==> src/hdl/fp_format_pkg.sv <==
// Single-precision IEEE 754 format definitions
// Field widths, operand layout, decoded class flags and the canonical NaN

package fp_format_pkg;

  // ==================================================
  // Field widths
  // ==================================================
  localparam int EXP_W = 8;   // Biased exponent
  localparam int MAN_W = 23;  // Stored fraction, hidden bit not included

  // Raw operand as held in the FP register file
  typedef struct packed {
    logic             sign;
    logic [EXP_W-1:0] exponent;
    logic [MAN_W-1:0] mantissa;
  } fp32_t;

  // ==================================================
  // Decoded operand classes
  // ==================================================
  // Exactly one of zero/subnormal/normal/inf/nan is set,
  // snan and qnan only refine a NaN
  typedef struct packed {
    logic is_neg;        // Sign bit, also for NaN
    logic is_zero;
    logic is_subnormal;
    logic is_normal;
    logic is_inf;
    logic is_nan;
    logic is_snan;       // Quiet bit clear
    logic is_qnan;       // Quiet bit set
  } fp_info_t;

  // Canonical quiet NaN, RISC-V default NaN
  localparam fp32_t CANON_NAN = 32'h7FC0_0000;

endpackage

==> src/hdl/fpu_op_pkg.sv <==
// FPU operation definitions
// Opcodes of the single-cycle operations, exception flags in fflags order
// and the registered response bundle

package fpu_op_pkg;

  // ==================================================
  // Operation codes
  // ==================================================
  // Codes 5..18 match the control unit encoding,
  // compares get their own codes instead of a funct3 decode
  typedef enum logic [4:0] {
    FP_SGNJ  = 5'd5,
    FP_SGNJN = 5'd6,
    FP_SGNJX = 5'd7,
    FP_MIN   = 5'd8,
    FP_MAX   = 5'd9,
    FP_CLASS = 5'd12,
    FP_MV_XW = 5'd17,   // FMV.X.W, FP bits to int
    FP_MV_WX = 5'd18,   // FMV.W.X, int bits to FP
    FP_FEQ   = 5'd19,
    FP_FLT   = 5'd20,
    FP_FLE   = 5'd21
  } fp_op_e;            // Any other code is illegal

  // ==================================================
  // Exception flags, nv in the MSB as in fflags
  // ==================================================
  typedef struct packed {
    logic nv;  // Invalid operation
    logic dz;  // Divide by zero, never raised here
    logic of;  // Overflow, never raised here
    logic uf;  // Underflow, never raised here
    logic nx;  // Inexact, never raised here
  } fp_flags_t;

  // Registered result of one operation
  typedef struct packed {
    logic [31:0] fp_result;   // To FP register file
    logic [31:0] int_result;  // To integer register file
    fp_flags_t   flags;
  } fpu_resp_t;

endpackage

==> src/hdl/fp_compare_minmax.sv <==
// Compare and min/max unit
// One ordering network serves FEQ/FLT/FLE and FMIN/FMAX,
// plus the invalid flags of both operation groups

`timescale 1ns/1ps

module fp_compare_minmax import fp_format_pkg::*; (
  input  fp32_t    operand_a,
  input  fp32_t    operand_b,
  input  fp_info_t info_a,
  input  fp_info_t info_b,
  input  logic     minmax_is_max,     // 1 selects FMAX, 0 FMIN
  output logic     cmp_lt,            // a < b, false with any NaN
  output logic     cmp_eq,            // a == b, false with any NaN
  output fp32_t    minmax_result,
  output logic     cmp_nv_signaling,  // FLT/FLE invalid
  output logic     cmp_nv_quiet,      // FEQ invalid
  output logic     minmax_nv
);

  logic [30:0] mag_a;       // Exponent and fraction, sign dropped
  logic [30:0] mag_b;
  logic        both_zero;   // +0/-0 in any combination
  logic        any_nan;
  logic        any_snan;
  logic        sign_diff;
  logic        lt_total;    // a < b with -0 ordered below +0

  assign mag_a     = {operand_a.exponent, operand_a.mantissa};
  assign mag_b     = {operand_b.exponent, operand_b.mantissa};
  assign both_zero = info_a.is_zero & info_b.is_zero;
  assign any_nan   = info_a.is_nan | info_b.is_nan;
  assign any_snan  = info_a.is_snan | info_b.is_snan;
  assign sign_diff = operand_a.sign ^ operand_b.sign;

  // ==================================================
  // Sign-magnitude ordering
  // ==================================================
  always_comb begin
    if (sign_diff) begin
      lt_total = operand_a.sign;        // Negative a is below positive b
    end else if (operand_a.sign) begin
      lt_total = (mag_a > mag_b);       // Both negative, larger magnitude is smaller
    end else begin
      lt_total = (mag_a < mag_b);       // Both positive
    end
  end

  // Compare results, -0 and +0 equal for compares
  assign cmp_lt = ~any_nan & lt_total & ~both_zero;
  assign cmp_eq = ~any_nan & (both_zero | (operand_a == operand_b));

  // ==================================================
  // FMIN / FMAX
  // ==================================================
  always_comb begin
    if (info_a.is_nan && info_b.is_nan) begin
      minmax_result = CANON_NAN;
    end else if (info_a.is_nan) begin
      minmax_result = operand_b;        // NaN loses to a number
    end else if (info_b.is_nan) begin
      minmax_result = operand_a;
    end else if (minmax_is_max) begin
      minmax_result = lt_total ? operand_b : operand_a;  // Max picks +0 over -0
    end else begin
      minmax_result = lt_total ? operand_a : operand_b;  // Min picks -0 over +0
    end
  end

  // Invalid flags
  // Quiet ops trap on sNaN only, FLT/FLE on any NaN
  assign minmax_nv        = any_snan;
  assign cmp_nv_quiet     = any_snan;
  assign cmp_nv_signaling = any_nan;

endmodule

==> src/hdl/fp_flag_csr.sv <==
// Sticky exception flag register (fflags)
// ORs in the flags of every finished operation, cleared by software

`timescale 1ns/1ps

module fp_flag_csr import fpu_op_pkg::*; (
  input  logic      clk,
  input  logic      rst_n,
  input  logic      done,          // Flags below are valid
  input  fp_flags_t flags,         // Flags of the finished operation
  input  logic      fflags_clear,  // Software clear
  output fp_flags_t fflags
);

  // ==================================================
  // Accumulate
  // ==================================================
  always_ff @(posedge clk) begin
    if (!rst_n) begin
      fflags <= '0;
    end else if (done) begin
      // Clear wins over old state, not over the new result
      fflags <= fflags_clear ? flags : (fflags | flags);
    end else if (fflags_clear) begin
      fflags <= '0;
    end
  end

endmodule

==> src/hdl/fp_result_select.sv <==
// Result select and output register
// Decodes the opcode, builds sign-injection and FCLASS results,
// picks the result fields and registers them with a done pulse

`timescale 1ns/1ps

module fp_result_select import fp_format_pkg::*; import fpu_op_pkg::*; (
  input  logic        clk,
  input  logic        rst_n,
  input  logic        start,
  input  fp_op_e      op,
  input  fp32_t       operand_a,
  input  fp32_t       operand_b,
  input  logic [31:0] int_operand,
  input  fp_info_t    info_a,
  input  logic        cmp_lt,
  input  logic        cmp_eq,
  input  fp32_t       minmax_result,
  input  logic        cmp_nv_signaling,
  input  logic        cmp_nv_quiet,
  input  logic        minmax_nv,
  output logic        minmax_is_max,  // Steers the shared min/max mux
  output logic        done,
  output fpu_resp_t   resp
);

  fp32_t     sgnj_result;   // Sign-injection result
  logic [9:0] class_mask;   // One-hot FCLASS result
  fpu_resp_t resp_next;     // Value loaded on start

  assign minmax_is_max = (op == FP_MAX);

  // ==================================================
  // Sign injection
  // ==================================================
  always_comb begin
    sgnj_result = operand_a;  // Magnitude always from a
    case (op)
      FP_SGNJN: sgnj_result.sign = ~operand_b.sign;
      FP_SGNJX: sgnj_result.sign = operand_a.sign ^ operand_b.sign;
      default:  sgnj_result.sign = operand_b.sign;  // FSGNJ
    endcase
  end

  // FCLASS mask, bit 0 is -inf up to bit 9 qNaN
  assign class_mask[0] = info_a.is_neg & info_a.is_inf;
  assign class_mask[1] = info_a.is_neg & info_a.is_normal;
  assign class_mask[2] = info_a.is_neg & info_a.is_subnormal;
  assign class_mask[3] = info_a.is_neg & info_a.is_zero;
  assign class_mask[4] = ~info_a.is_neg & info_a.is_zero;
  assign class_mask[5] = ~info_a.is_neg & info_a.is_subnormal;
  assign class_mask[6] = ~info_a.is_neg & info_a.is_normal;
  assign class_mask[7] = ~info_a.is_neg & info_a.is_inf;
  assign class_mask[8] = info_a.is_snan;  // Sign ignored for NaN
  assign class_mask[9] = info_a.is_qnan;

  // ==================================================
  // Result mux
  // ==================================================
  always_comb begin
    resp_next = '0;  // Unused fields stay zero
    case (op)
      FP_SGNJ, FP_SGNJN, FP_SGNJX: begin
        resp_next.fp_result = sgnj_result;  // No exceptions
      end
      FP_MIN, FP_MAX: begin
        resp_next.fp_result = minmax_result;
        resp_next.flags.nv  = minmax_nv;
      end
      FP_FEQ: begin
        resp_next.int_result = {31'd0, cmp_eq};
        resp_next.flags.nv   = cmp_nv_quiet;
      end
      FP_FLT: begin
        resp_next.int_result = {31'd0, cmp_lt};
        resp_next.flags.nv   = cmp_nv_signaling;
      end
      FP_FLE: begin
        resp_next.int_result = {31'd0, cmp_lt | cmp_eq};
        resp_next.flags.nv   = cmp_nv_signaling;
      end
      FP_CLASS: resp_next.int_result = {22'd0, class_mask};
      FP_MV_XW: resp_next.int_result = operand_a;     // Raw bits, no NaN check
      FP_MV_WX: resp_next.fp_result  = int_operand;
      default:  resp_next.flags.nv   = 1'b1;          // Illegal opcode
    endcase
  end

  // ==================================================
  // Output register
  // ==================================================
  always_ff @(posedge clk) begin
    if (!rst_n) begin
      done <= 1'b0;
      resp <= '0;
    end else begin
      done <= start;         // One pulse per accepted start
      if (start) begin
        resp <= resp_next;   // Held until next start
      end
    end
  end

endmodule

==> src/hdl/fp_unpack.sv <==
// Operand unpack
// Splits one single-precision operand into fields and
// marks its IEEE 754 class

`timescale 1ns/1ps

module fp_unpack import fp_format_pkg::*; (
  input  fp32_t    operand,
  output fp_info_t info
);

  logic exp_zero;   // Exponent all zeros
  logic exp_ones;   // Exponent all ones
  logic man_zero;   // Fraction all zeros

  assign exp_zero = (operand.exponent == '0);
  assign exp_ones = (operand.exponent == '1);
  assign man_zero = (operand.mantissa == '0);

  // ==================================================
  // Class decode
  // ==================================================
  always_comb begin
    info              = '0;
    info.is_neg       = operand.sign;
    info.is_zero      = exp_zero & man_zero;
    info.is_subnormal = exp_zero & ~man_zero;  // No hidden bit
    info.is_normal    = ~exp_zero & ~exp_ones;
    info.is_inf       = exp_ones & man_zero;
    info.is_nan       = exp_ones & ~man_zero;
    // Quiet bit is the top fraction bit
    info.is_snan      = info.is_nan & ~operand.mantissa[MAN_W-1];
    info.is_qnan      = info.is_nan & operand.mantissa[MAN_W-1];
  end

endmodule

==> src/hdl/fpu_top.sv <==
// Single-cycle FPU top level
// Sign injection, min/max, compare, classify and bit moves for RV32F,
// with a sticky fflags register beside the result stage

`timescale 1ns/1ps

module fpu_top import fp_format_pkg::*; import fpu_op_pkg::*; (
  input  logic        clk,
  input  logic        rst_n,
  input  logic        start,
  input  fp_op_e      op,
  input  fp32_t       operand_a,
  input  fp32_t       operand_b,
  input  logic [31:0] int_operand,
  input  logic        fflags_clear,
  output logic        done,
  output fpu_resp_t   resp,
  output fp_flags_t   fflags
);

  fp_info_t info_a;            // Decoded classes of a
  fp_info_t info_b;            // Decoded classes of b
  logic     cmp_lt;
  logic     cmp_eq;
  fp32_t    minmax_result;
  logic     minmax_is_max;     // From decode back to min/max mux
  logic     cmp_nv_signaling;
  logic     cmp_nv_quiet;
  logic     minmax_nv;

  // ==================================================
  // Operand decode
  // ==================================================
  fp_unpack u_unpack_a (.operand(operand_a), .info(info_a));
  fp_unpack u_unpack_b (.operand(operand_b), .info(info_b));

  // Shared ordering for compares and min/max
  fp_compare_minmax u_compare_minmax (
    .operand_a        (operand_a),
    .operand_b        (operand_b),
    .info_a           (info_a),
    .info_b           (info_b),
    .minmax_is_max    (minmax_is_max),
    .cmp_lt           (cmp_lt),
    .cmp_eq           (cmp_eq),
    .minmax_result    (minmax_result),
    .cmp_nv_signaling (cmp_nv_signaling),
    .cmp_nv_quiet     (cmp_nv_quiet),
    .minmax_nv        (minmax_nv)
  );

  // ==================================================
  // Result stage and flag register
  // ==================================================
  fp_result_select u_result_select (
    .clk              (clk),
    .rst_n            (rst_n),
    .start            (start),
    .op               (op),
    .operand_a        (operand_a),
    .operand_b        (operand_b),
    .int_operand      (int_operand),
    .info_a           (info_a),
    .cmp_lt           (cmp_lt),
    .cmp_eq           (cmp_eq),
    .minmax_result    (minmax_result),
    .cmp_nv_signaling (cmp_nv_signaling),
    .cmp_nv_quiet     (cmp_nv_quiet),
    .minmax_nv        (minmax_nv),
    .minmax_is_max    (minmax_is_max),
    .done             (done),
    .resp             (resp)
  );

  fp_flag_csr u_flag_csr (
    .clk          (clk),
    .rst_n        (rst_n),
    .done         (done),
    .flags        (resp.flags),   // Registered flags of the done result
    .fflags_clear (fflags_clear),
    .fflags       (fflags)
  );

endmodule

==> config.mk <==
export PLATFORM = sky130hd
export DESIGN_NAME = fpu_top
export DESIGN_NICKNAME = d
export VERILOG_FILES = /design/src/hdl/fp_format_pkg.sv /design/src/hdl/fpu_op_pkg.sv /design/src/hdl/fp_compare_minmax.sv /design/src/hdl/fp_flag_csr.sv /design/src/hdl/fp_result_select.sv /design/src/hdl/fp_unpack.sv /design/src/hdl/fpu_top.sv
export SDC_FILE = /design/constraint.sdc
export NUM_CORES = 1
export LEC_CHECK = 0
export ABC_AREA = 1
export BUFFER_PORTS_ARGS = -buffer_cell sky130_fd_sc_hd__buf_4
export CELL_PAD_IN_SITES_DETAIL_PLACEMENT = 1
export CELL_PAD_IN_SITES_GLOBAL_PLACEMENT = 2
export CORE_MARGIN = 2
export CORE_UTILIZATION = 23
export DETAILED_ROUTE_END_ITERATION = 16
export HOLD_SLACK_MARGIN = 0.08
export PLACE_DENSITY = 0.79
export RECOVER_POWER = 50
export SKIP_LAST_GASP = 1
export SLEW_MARGIN = 10
export SYNTH_ARGS = -nofsm -noshare
export SYNTH_HDL_FRONTEND = slang
export SYNTH_SLANG_ARGS = --single-unit
==> constraint.sdc <==
create_clock -name clk -period 2.5 [get_ports clk]
set_input_delay 0.625 -clock clk [delete_from_list [all_inputs] [get_ports clk]]
set_output_delay 0.625 -clock clk [all_outputs]
set_load 0.02 [all_outputs]
* Word level (Yosys, flattened, before mapping) *
Index checks and enable logic that the tools add are counted.
W data, S select, Z words.

cells by class
  multiply operators = 0
  muxes and demuxes = 15
  shift operators = 0
  reduce and logical (&&, ||, !) cells = 11
  equality and inequality tests = 14
  $add $sub $neg = 0
  $lt $le $gt $ge = 2
  bitwise logic cells = 38
  div/mod/pow operators = 0

operators with widths
  cell                  count
  $mux W32              6
  $pmux W32 S5          1
  $pmux W32 S3          1
  $logic_not A23 Y1     2
  $eq A32 B32 Y1        1
  $gt A31 B31 Y1        1
  $lt A31 B31 Y1        1
  $eq A5 B5 Y1 const B  5
  $and A1 B1 Y1         22
  $eq A8 B8 Y1 const B  2
  $logic_not A8 Y1      2
  $eq A5 B3 Y1 const B  3
  $eq A5 B4 Y1 const B  3
  $mux W5               3
  $not A1 Y1            10
  $reduce_or A3 Y1      2
  $reduce_or A6 Y1      1
  $or A5 B5 Y5          1
  $or A1 B1 Y1          4
  $reduce_or A2 Y1      2
  $pmux W1 S3           1
  $mux W1               2
  $pmux W1 S2           1
  $reduce_bool A2 Y1    1
  2 further kinds       2

word-level totals
  output and inout port bits = 75
  latch bits = 0
  bits of input ports = 105
  word-level logic and storage cells = 89
  memories = 0
  RAM bits = 0
  memory bits (read-only) = 0
  register bits = 71

* Depth between registers and ports, before layout *
Gate-level depths: netlist (run 1).

  word-level depth = 9
  gate-level depth with buffers = 24
  depth with buffers taken out = 23

* Cells and area by module *
A second synthesis (run 1) with hierarchy kept.

unflattened totals
  cells, all modules = 918
  area total of the unflattened synthesis = 5607.9 um2

modules (own cells, without submodules)
  module             cells each  sequential area each (um2)  area an instance (um2)  instances
  fp_result_select   523         1321.3                      3467.1                  1
  fp_compare_minmax  289         0.0                         1550.2                  1
  fp_unpack          42          0.0                         210.2                   2
  fp_flag_csr        22          100.1                       170.2                   1

* Worst setup path before layout (run 1) *
No wires, ideal clock.

  kind = input-to-reg
  start point = input port operand_b[14] (netlist bit)
  end point = register u_result_select.resp[56] (netlist name)
  path buffers = 1
  stages = 20
  arrival time = 2.403 ns
  setup time = 0.142 ns
  path slack = -0.045 ns
  cells stage by stage = inv_1 -> ha_1 -> nand2_1 -> nor2_2 -> inv_1 -> nor2_2 -> nand2_1 -> nand2_1 -> nand2_1 -> nand2_1 -> nand2_1 -> nand2_1 -> nand3_1 -> nand3_4 -> clkbuf_1 -> nand3_1 -> nand3_1 -> nand3_1 -> nand2_1 -> a21oi_2

on the way
  longest elaborated chain between the ends = 9
  elaborated cells between the ends (all ways) = 15
  those cells by class = order compare (2); mux (9); bitwise (2); reduce/logical (2)

ends and longest elaborated chain
  item                                                     RTL line                                          RTL
  from (decl)                                              fpu_top.sv:13                                     input fp32_t operand_b,
  $lt A31 B31 Y1 / $gt A31 B31 Y1 (equally long branches)  fp_compare_minmax.sv:45, fp_compare_minmax.sv:43
  $mux W1                                                  fp_compare_minmax.sv:42                           end else if (operand_a.sign) begin
  $mux W1                                                  fp_compare_minmax.sv:40                           if (sign_diff) begin
  $mux W32 (on tied branches)                              fp_compare_minmax.sv:66, fp_compare_minmax.sv:64
  $mux W32                                                 fp_compare_minmax.sv:63                           end else if (minmax_is_max) begin
  $mux W32                                                 fp_compare_minmax.sv:61                           end else if (info_b.is_nan) begin
  $mux W32                                                 fp_compare_minmax.sv:59                           end else if (info_a.is_nan) begin
  $mux W32 (*)                                             fp_compare_minmax.sv:57                           if (info_a.is_nan && info_b.is_nan) begin
  $pmux W32 S3 (*)                                         fp_result_select.sv:62                            case (op)

Every way passes the cells marked *; elsewhere a longest branch is shown, timed or not.
A chain may end at the register's enable or synchronous reset.

* Worst setup path after layout (run 1) *
  start point = input port operand_a[29] (netlist bit)
  end point = register u_result_select.resp[61] (netlist name)

on the way
  longest elaborated chain between the ends = 9
  elaborated cells between the ends (all ways) = 14
  those cells by class = order compare (2); eq/ne (1); mux (9); bitwise (1); reduce/logical (1)

ends and longest elaborated chain
  item                                                     RTL line                                          RTL
  from (decl)                                              fpu_top.sv:12                                     input fp32_t operand_a,
  $lt A31 B31 Y1 / $gt A31 B31 Y1 (equally long branches)  fp_compare_minmax.sv:45, fp_compare_minmax.sv:43
  $mux W1                                                  fp_compare_minmax.sv:42
  $mux W1                                                  fp_compare_minmax.sv:40
  $mux W32 (on tied branches)                              fp_compare_minmax.sv:66, fp_compare_minmax.sv:64
  $mux W32                                                 fp_compare_minmax.sv:63
  $mux W32                                                 fp_compare_minmax.sv:61
  $mux W32                                                 fp_compare_minmax.sv:59
  $mux W32 (*)                                             fp_compare_minmax.sv:57
  $pmux W32 S3 (*)                                         fp_result_select.sv:62

Marked as above.

==> impl_results.md, run 1 <==
* Status: finished with violations
* Failing checks: negative setup slack
* Clock Skew at 0.00408 ns
* Synth-to-Final Area Change at 73.6%
* Clk_lat worst skew at 0.34 ns
* Final GP Congestion at roughly 0.89
* Residual DRC count at 0
* Final worst slack at -0.0751 ns
* Seq cells post-synth at between 60 and 70
* # hold bufs at CTS at 0
* Post-route ant nets at 0
* Distinct cell type count after synthesis at 38
* Highest Clock Rate at 388 MHz
* Drt wl/cell at 17.2 µm
* Cts bufs inserted at 9
* Htree depth at 3
* Antenna violations before repair at 0
* Clock power frac at 36.9%
* Sw power at around 1.2 mW
* Slowest-stage cell, CP: ha_4
* Logic gate share of total power at 32.5%
* Seq pwr share at 30.7%
* Synth Cell Area at 5040 µm²
* Fillers at 2696
* Final nets at 1227
* Most frequent CP cell: nand2_1
* Cell count after synthesis at between 800 and 900
* First-pass GRT wire length at 34800 µm
* Power Total at about 3.7 mW
* Longest Clk Path Bufs at 2
* Final hold violation count at 0
* Worst Path Required at 2.78 ns
* Worst path bufs/invs at 2
* IO Pins at 180
* Total GRT Usage at 19.0%
* Worst min-delay path class: reg -> reg
* Tmin final at roughly 2.6 ns
* Die Wd at 152 µm
* PD cells at about 420 nW/µm²
* Most common cell after layout, fill and taps aside: buf_4
* Vias in the first global route at 6343
* Routed wire length at 23600 µm
* TritonCTS clock tree: done
* P_int at approximately 2.5 mW
* Vias per std cell at 4.62
* Multi-input combinational cell area at around 3800 µm²
* Root Buffer: clkbuf_16
* Synth async-reset ratio at 0%
* CP Launch Type: input pin
* RSZ-0062 raised after global routing: true
* Slew Viols, Final at 0
* Die ar. at 23100 µm²
* Design area at roughly 8700 µm²
* WS Path Type: in -> reg
* # clock sinks at 67
* FP Rows at 54
* Synth Area per Inst at 6.18 µm²
* Sw frac at roughly 33%
* Vias post-DR at between 6000 and 7000
* Critical Path, Cell by Cell: buf_4 > ha_4 > nand2_4 > nor2_4 > nand4_4 > nor3_2 > nand3b_1 > nand2_1 > nand2_2 > nand2_2 > nand2_2 > nand3_4 > nand2_8 > clkbuf_16 > o21ai_1 > nand2_1 > nand2_1 > nand2_1 > a21oi_1
* Starting Density at 23.2%
* Register area at 1340 µm²
* Post-DP Area at 7460 µm²
* Die Y at 152 µm
* Largest net degree at the start of global routing at 66
* Iteration-0 DRC Markers at between 300 and 400
* Post-DP HPWL at 18100 µm
* Cell leakage power at approximately 4.0 nW
* Ys Warns at 0
* CP Capture Type: register
* Most frequent cells in the layout: 271 x buf_4, 241 x nand2_1, 75 x inv_1
* GRT overflow at 0
* Core Footprint at roughly 22000 µm²
* Family with the most delay on the worst path: simple AND/OR/NAND/NOR gates
* Max incr delay on CP at 0.27 ns
* Max-cap violations at 0
* Post-synth EDFFs at 0
* Crit Path Max Fanout at 7
* Final setup viols at 15
* Ratio of cells with drive above 1 in the final layout at 44.5%
* Maximum resistive drop on vdd at between 0.0002 and 0.00025 V
* # port buffers at 171
* Antenna diodes at 0
* Crit path DAT at between 2 and 3 ns
* Worst-path clk slew at 0.06 ns
* Ys flop type: dfxtp_1
* Pre-antenna DRT Iters at 5
* DP Worst Slack at -0.460 ns
* Period utilization at 103%
* Post-synthesis sequential area ratio at 26.6%
-- layout make-up --
| cell class | count | share of cell area [%] |
|---|---|---|
| Clock inverter | 6 | 0.744 |
| Multi-Input combinational cell | 596 | 43.1 |
| Timing Repair Buffer | 304 | 28.8 |
| Tap cell | 280 | 4.00 |
| Clock buffer | 10 | 2.73 |
| Inverter | 111 | 5.33 |
| Sequential cell | 67 | 15.3 |
-- kinds of logic (layout without fill, tap and decap cells) --
family / after synthesis / after routing / share of synthesized area, %
other: 1 / 8 / 0.0744
AO/OA/AOI/OAI: 135 / 135 / 15.6
adder cells (fa/ha/maj): 33 / 33 / 8.19
buffers and inverters: 159 / 431 / 13.2
flip-flops: 67 / 67 / 26.6
AND/OR/NAND/NOR: 420 / 420 / 36.3
-- worst paths after layout --
kind,start,endpoint,slack (ns),depth (start not counted)
min,u_result_select.resp[65],u_result_select.resp[65],0.47,2
max,operand_a[29],u_result_select.resp[61],-0.08,19
min reg2reg,u_result_select.resp[65],u_result_select.resp[65],0.47,2
max reg2reg,u_result_select.resp[4],u_result_select.resp[4],1.77,2
-- through the flow --
step           setup TNS [ns]  utilization [%]  instances  hold WS (ns)
6_report               -0.400             40.3       1374         0.467
5_1_grt                 -4.90             40.3       1374         0.491
4_1_cts                     0             36.0       1365         0.469
3_5_place_dp           -13.31             34.4       1348         0.460
3_3_place_gp           -11.23             34.4       1348         0.450
2_1_floorplan               0                -        822         0.536
-- synth_stat cells, types with 2 or more instances --
cell | instances | area (µm²)
a21o_1 | 2 | 15.0
a21oi_1 | 57 | 285
a21oi_2 | 18 | 158
buf_2 | 10 | 50.1
buf_4 | 9 | 67.6
buf_6 | 3 | 33.8
clkbuf_1 | 25 | 93.8
clkinv_1 | 3 | 11.3
dfxtp_1 | 67 | 1340
ha_1 | 33 | 413
inv_1 | 106 | 398
inv_2 | 2 | 7.51
nand2_1 | 277 | 1040
nand2_2 | 2 | 12.5
nand3_1 | 76 | 380
nand3b_1 | 4 | 30.0
nand4_1 | 14 | 87.6
nor2_1 | 18 | 67.6
nor2_2 | 5 | 31.3
nor3_1 | 9 | 45.0
nor3_2 | 2 | 20.0
nor4_1 | 8 | 50.1
o211ai_1 | 2 | 15.0
o21ai_0 | 35 | 175
o21ai_1 | 7 | 35.0
o22ai_1 | 7 | 43.8
o32ai_1 | 3 | 26.3
-- sequential cells by signal, summed over array words and instances (netlist names) --
register              flops
u_result_select.resp     65
u_flag_csr.fflags         1
u_result_select.done      1
-- power groups by stage --
stage,Combinational (mW),Clock [mW],Sequential [mW]
global placement,0.917,0,1.15
CTS,0.941,1.38,1.12
floorplan,0.398,0,1.19
global route,1.29,1.43,1.13
finish,1.19,1.35,1.12
detailed placement,0.928,0,1.15
-- layer usage --
layer / global-route usage [%] / wire, µm / share of wire, % / up-vias
li1: - / - / - / 3185
met1: 26.0 / 11000 / 47 / 2989
met2: 31.1 / 11200 / 47 / 156
met3: 2.74 / 1000 / 4.2 / 24
met4: 5.30 / 392 / 1.7 / 0
met5: 0 / 0 / 0 / -
-- worst reg2reg max path: stages (launching register included) --
cell and delay [ns]:
dfxtp_1 0.35, o21ai_0 0.20, a21oi_1 0.06
-- what timing repair did --
item	in CTS	in global routing
cloned	0	3
gates resized for setup	6	193
setup buffers	1	6
setup endpoints to repair	30	32
pin swaps	2	73
Note: power is estimated with default switching activity, not from simulation.
==> inputs of run 2 (changes only) <==
- CORE_ASPECT_RATIO: unset -> 1.2
- SKIP_CTS_REPAIR_TIMING: unset -> 1
==> impl_results.md, run 2 (same netlist as run 1, synthesis figures left out) <==
* Antenna violations before repair at 0 (unchanged)
* Post-route ant nets at 0 (unchanged)
* Clock Skew at 0.00764 ns (+0.00355 ns)
* Vias post-DR at 6406 (+0.82%)
* Die ar. at 23100 µm² (about the same)
* Crit path DAT at 2.81 ns (-0.04 ns)
* Max-cap violations at 0 (unchanged)
* Die Wd at 139 µm (-8.5%)
* Most frequent cells in the layout: 282 x buf_4, 241 x nand2_1, 77 x inv_1
* Sw frac at 31.3% (-1.3 points)
* Sw power at 1.17 mW (-2.1%)
* Crit Path Max Fanout at 6 (-1)
* RSZ-0062 raised after global routing: true
* Period utilization at 101% (-1.8 points)
* Final nets at 1224 (-0.24%)
* P_int at 2.57 mW (+4.2%)
* IO Pins at 180 (unchanged)
* CP Launch Type: input pin
* Htree depth at 3 (unchanged)
* Iteration-0 DRC Markers at 274 (-15%)
* Total GRT Usage at 18.9% (-0.049 points)
* Starting Density at 23.3% (+0.063 points)
* Final hold violation count at 0 (unchanged)
* Max incr delay on CP at 0.27 ns (about the same)
* Seq pwr share at 30.0% (-0.7 points)
* # port buffers at 171 (unchanged)
* Power Total at 3.74 mW (+2.1%)
* Antenna diodes at 0 (unchanged)
* Post-DP HPWL at 17900 µm (-0.75%)
* Slowest-stage cell, CP: ha_4
* Tmin final at 2.53 ns (-0.0460 ns)
* Fin Setup TNS at -0.0427 ns (+0.357 ns)
* WS Path Type: in -> reg
* First-pass GRT wire length at 34500 µm (-0.89%)
* PD cells at 429 nW/µm² (+2.6%)
* Largest net degree at the start of global routing at 66 (unchanged)
* Pre-antenna DRT Iters at 7 (+2)
* Dpl cells at 1341 (-0.52%)
* Vias per std cell at 4.69 (+1.5%)
* Cell leakage power at 4.07 nW (+1.1%)
* Die Y at 166 µm (+9.3%)
* Cts bufs inserted at 9 (unchanged)
* Routed wire length at 23700 µm (+0.22%)
* Logic gate share of total power at 30.8% (-1.7 points)
* Synth-to-Final Area Change at 72.8%
* Residual DRC count at 0 (unchanged)
* Worst Path Required at 2.78 ns (about the same)
* Fillers at 2690 (-0.22%)
* # clock sinks at 67 (unchanged)
* Most frequent CP cell: nand2_1
* Highest Clock Rate at 395 MHz (+1.8%)
* Top Registers: u_result_select.resp (65), u_flag_csr.fflags (1), u_result_select.done (1)
* Largest register FFs at 65 (unchanged)
* GRT overflow at 0 (unchanged)
* Clk_lat worst skew at 0.35 ns (about the same)
* Final std cells w/o fill at 1365 (-0.66%)
* Root Buffer: clkbuf_16
* TritonCTS clock tree: done
* Reg with most FFs: u_result_select.resp
* CP Capture Type: register
* Final GP Congestion at 0.879 (-1.3%)
* Worst-path clk slew at 0.06 ns (about the same)
* Critical Path, Cell by Cell: buf_4 > inv_2 > ha_4 > nand2_4 > nor2_4 > nand4_4 > nor3_2 > nand3b_1 > nand2_1 > nand2_2 > nand2_2 > nand2_2 > nand3_4 > nand2_8 > clkbuf_16 > o21ai_2 > nand2_1 > nand2_1 > nand2_1 > a21oi_2
* Drt wl/cell at 17.3 µm (+0.88%)
* Final worst slack at -0.0291 ns (+0.0460 ns)
* Post-DP Area at 7420 µm² (-0.45%)
* Core Footprint at 21600 µm² (-0.27%)
* Vias in the first global route at 6547 (+3.2%)
* Worst min-delay path class: reg -> reg
* Failing checks: negative setup slack
* Clock power frac at 39.2% (+2.3 points)
* FP Rows at 59 (+9.3%)
* Status: finished with violations
* Slew Viols, Final at 0 (unchanged)
* Ratio of cells with drive above 1 in the final layout at 44.9% (+0.40 points)
* Maximum resistive drop on vdd at 0.000309 V (+29%)
* Design area at 8710 µm² (-0.47%)
* Longest Clk Path Bufs at 2 (unchanged)
* Most common cell after layout, fill and taps aside: buf_4
* Final setup viols at 3 (-12)
## run 2: worst paths after layout
check                                        startpoint                  endpoint  slack, ns  cells past startpoint
worst max-delay path                      operand_b[27]  u_result_select.resp[63]      -0.03                     20
worst min-delay path               u_flag_csr.fflags[4]      u_flag_csr.fflags[4]       0.46                      2
worst max register to register  u_result_select.resp[4]   u_result_select.resp[4]       1.80                      2
worst min register to register     u_flag_csr.fflags[4]      u_flag_csr.fflags[4]       0.46                      2
## run 2: power by group through the flow
stage	sequential, mW	combinational, mW	clock (mW)
2_1_floorplan	1.19	0.398	0
3_3_place_gp	1.15	0.908	0
3_5_place_dp	1.15	0.919	0
4_1_cts	1.12	0.924	1.50
5_1_grt	1.13	1.25	1.56
6_report	1.12	1.15	1.46
## run 2: per-layer routing
layer / wire length, µm / up-vias / track usage [%] / part of all wire [%]
li1: - / 3174 / - / -
met5: 0 / - / 0 / 0
met3: 843 / 16 / 2.88 / 3.6
met1: 9690 / 3069 / 21.9 / 41
met4: 344 / 0 / 5.05 / 1.5
met2: 12800 / 147 / 35.9 / 54
## run 2: metrics by stage
step	setup slack (ns)	hold slack [ns]	util, %
global route	-0.198	0.491	40.3
finish	-0.0291	0.462	40.3
detailed placement	-0.416	0.459	34.3
CTS	-0.0653	0.467	35.9
floorplan	0.00342	0.536	-
global placement	-0.325	0.452	34.3
## run 2: cell type report
class,count,area (µm²),area share [%]
clock buffer,11,253,2.90
multi-input combinational,596,3830,44.0
tap,274,343,3.94
inverter,111,442,5.07
clock inverter,5,83.8,0.963
timing repair buffer,301,2420,27.8
sequential,67,1340,15.4
## run 2: worst max-delay path: cells and delay by family
| kind | cells | cell delay (ns) |
|---|---|---|
| buffers and inverters | 3 | 0.31 |
| AOI/OAI and AO/OA | 2 | 0.26 |
| and+or+nand+nor | 14 | 1.34 |
| adders and majority gates | 1 | 0.27 |
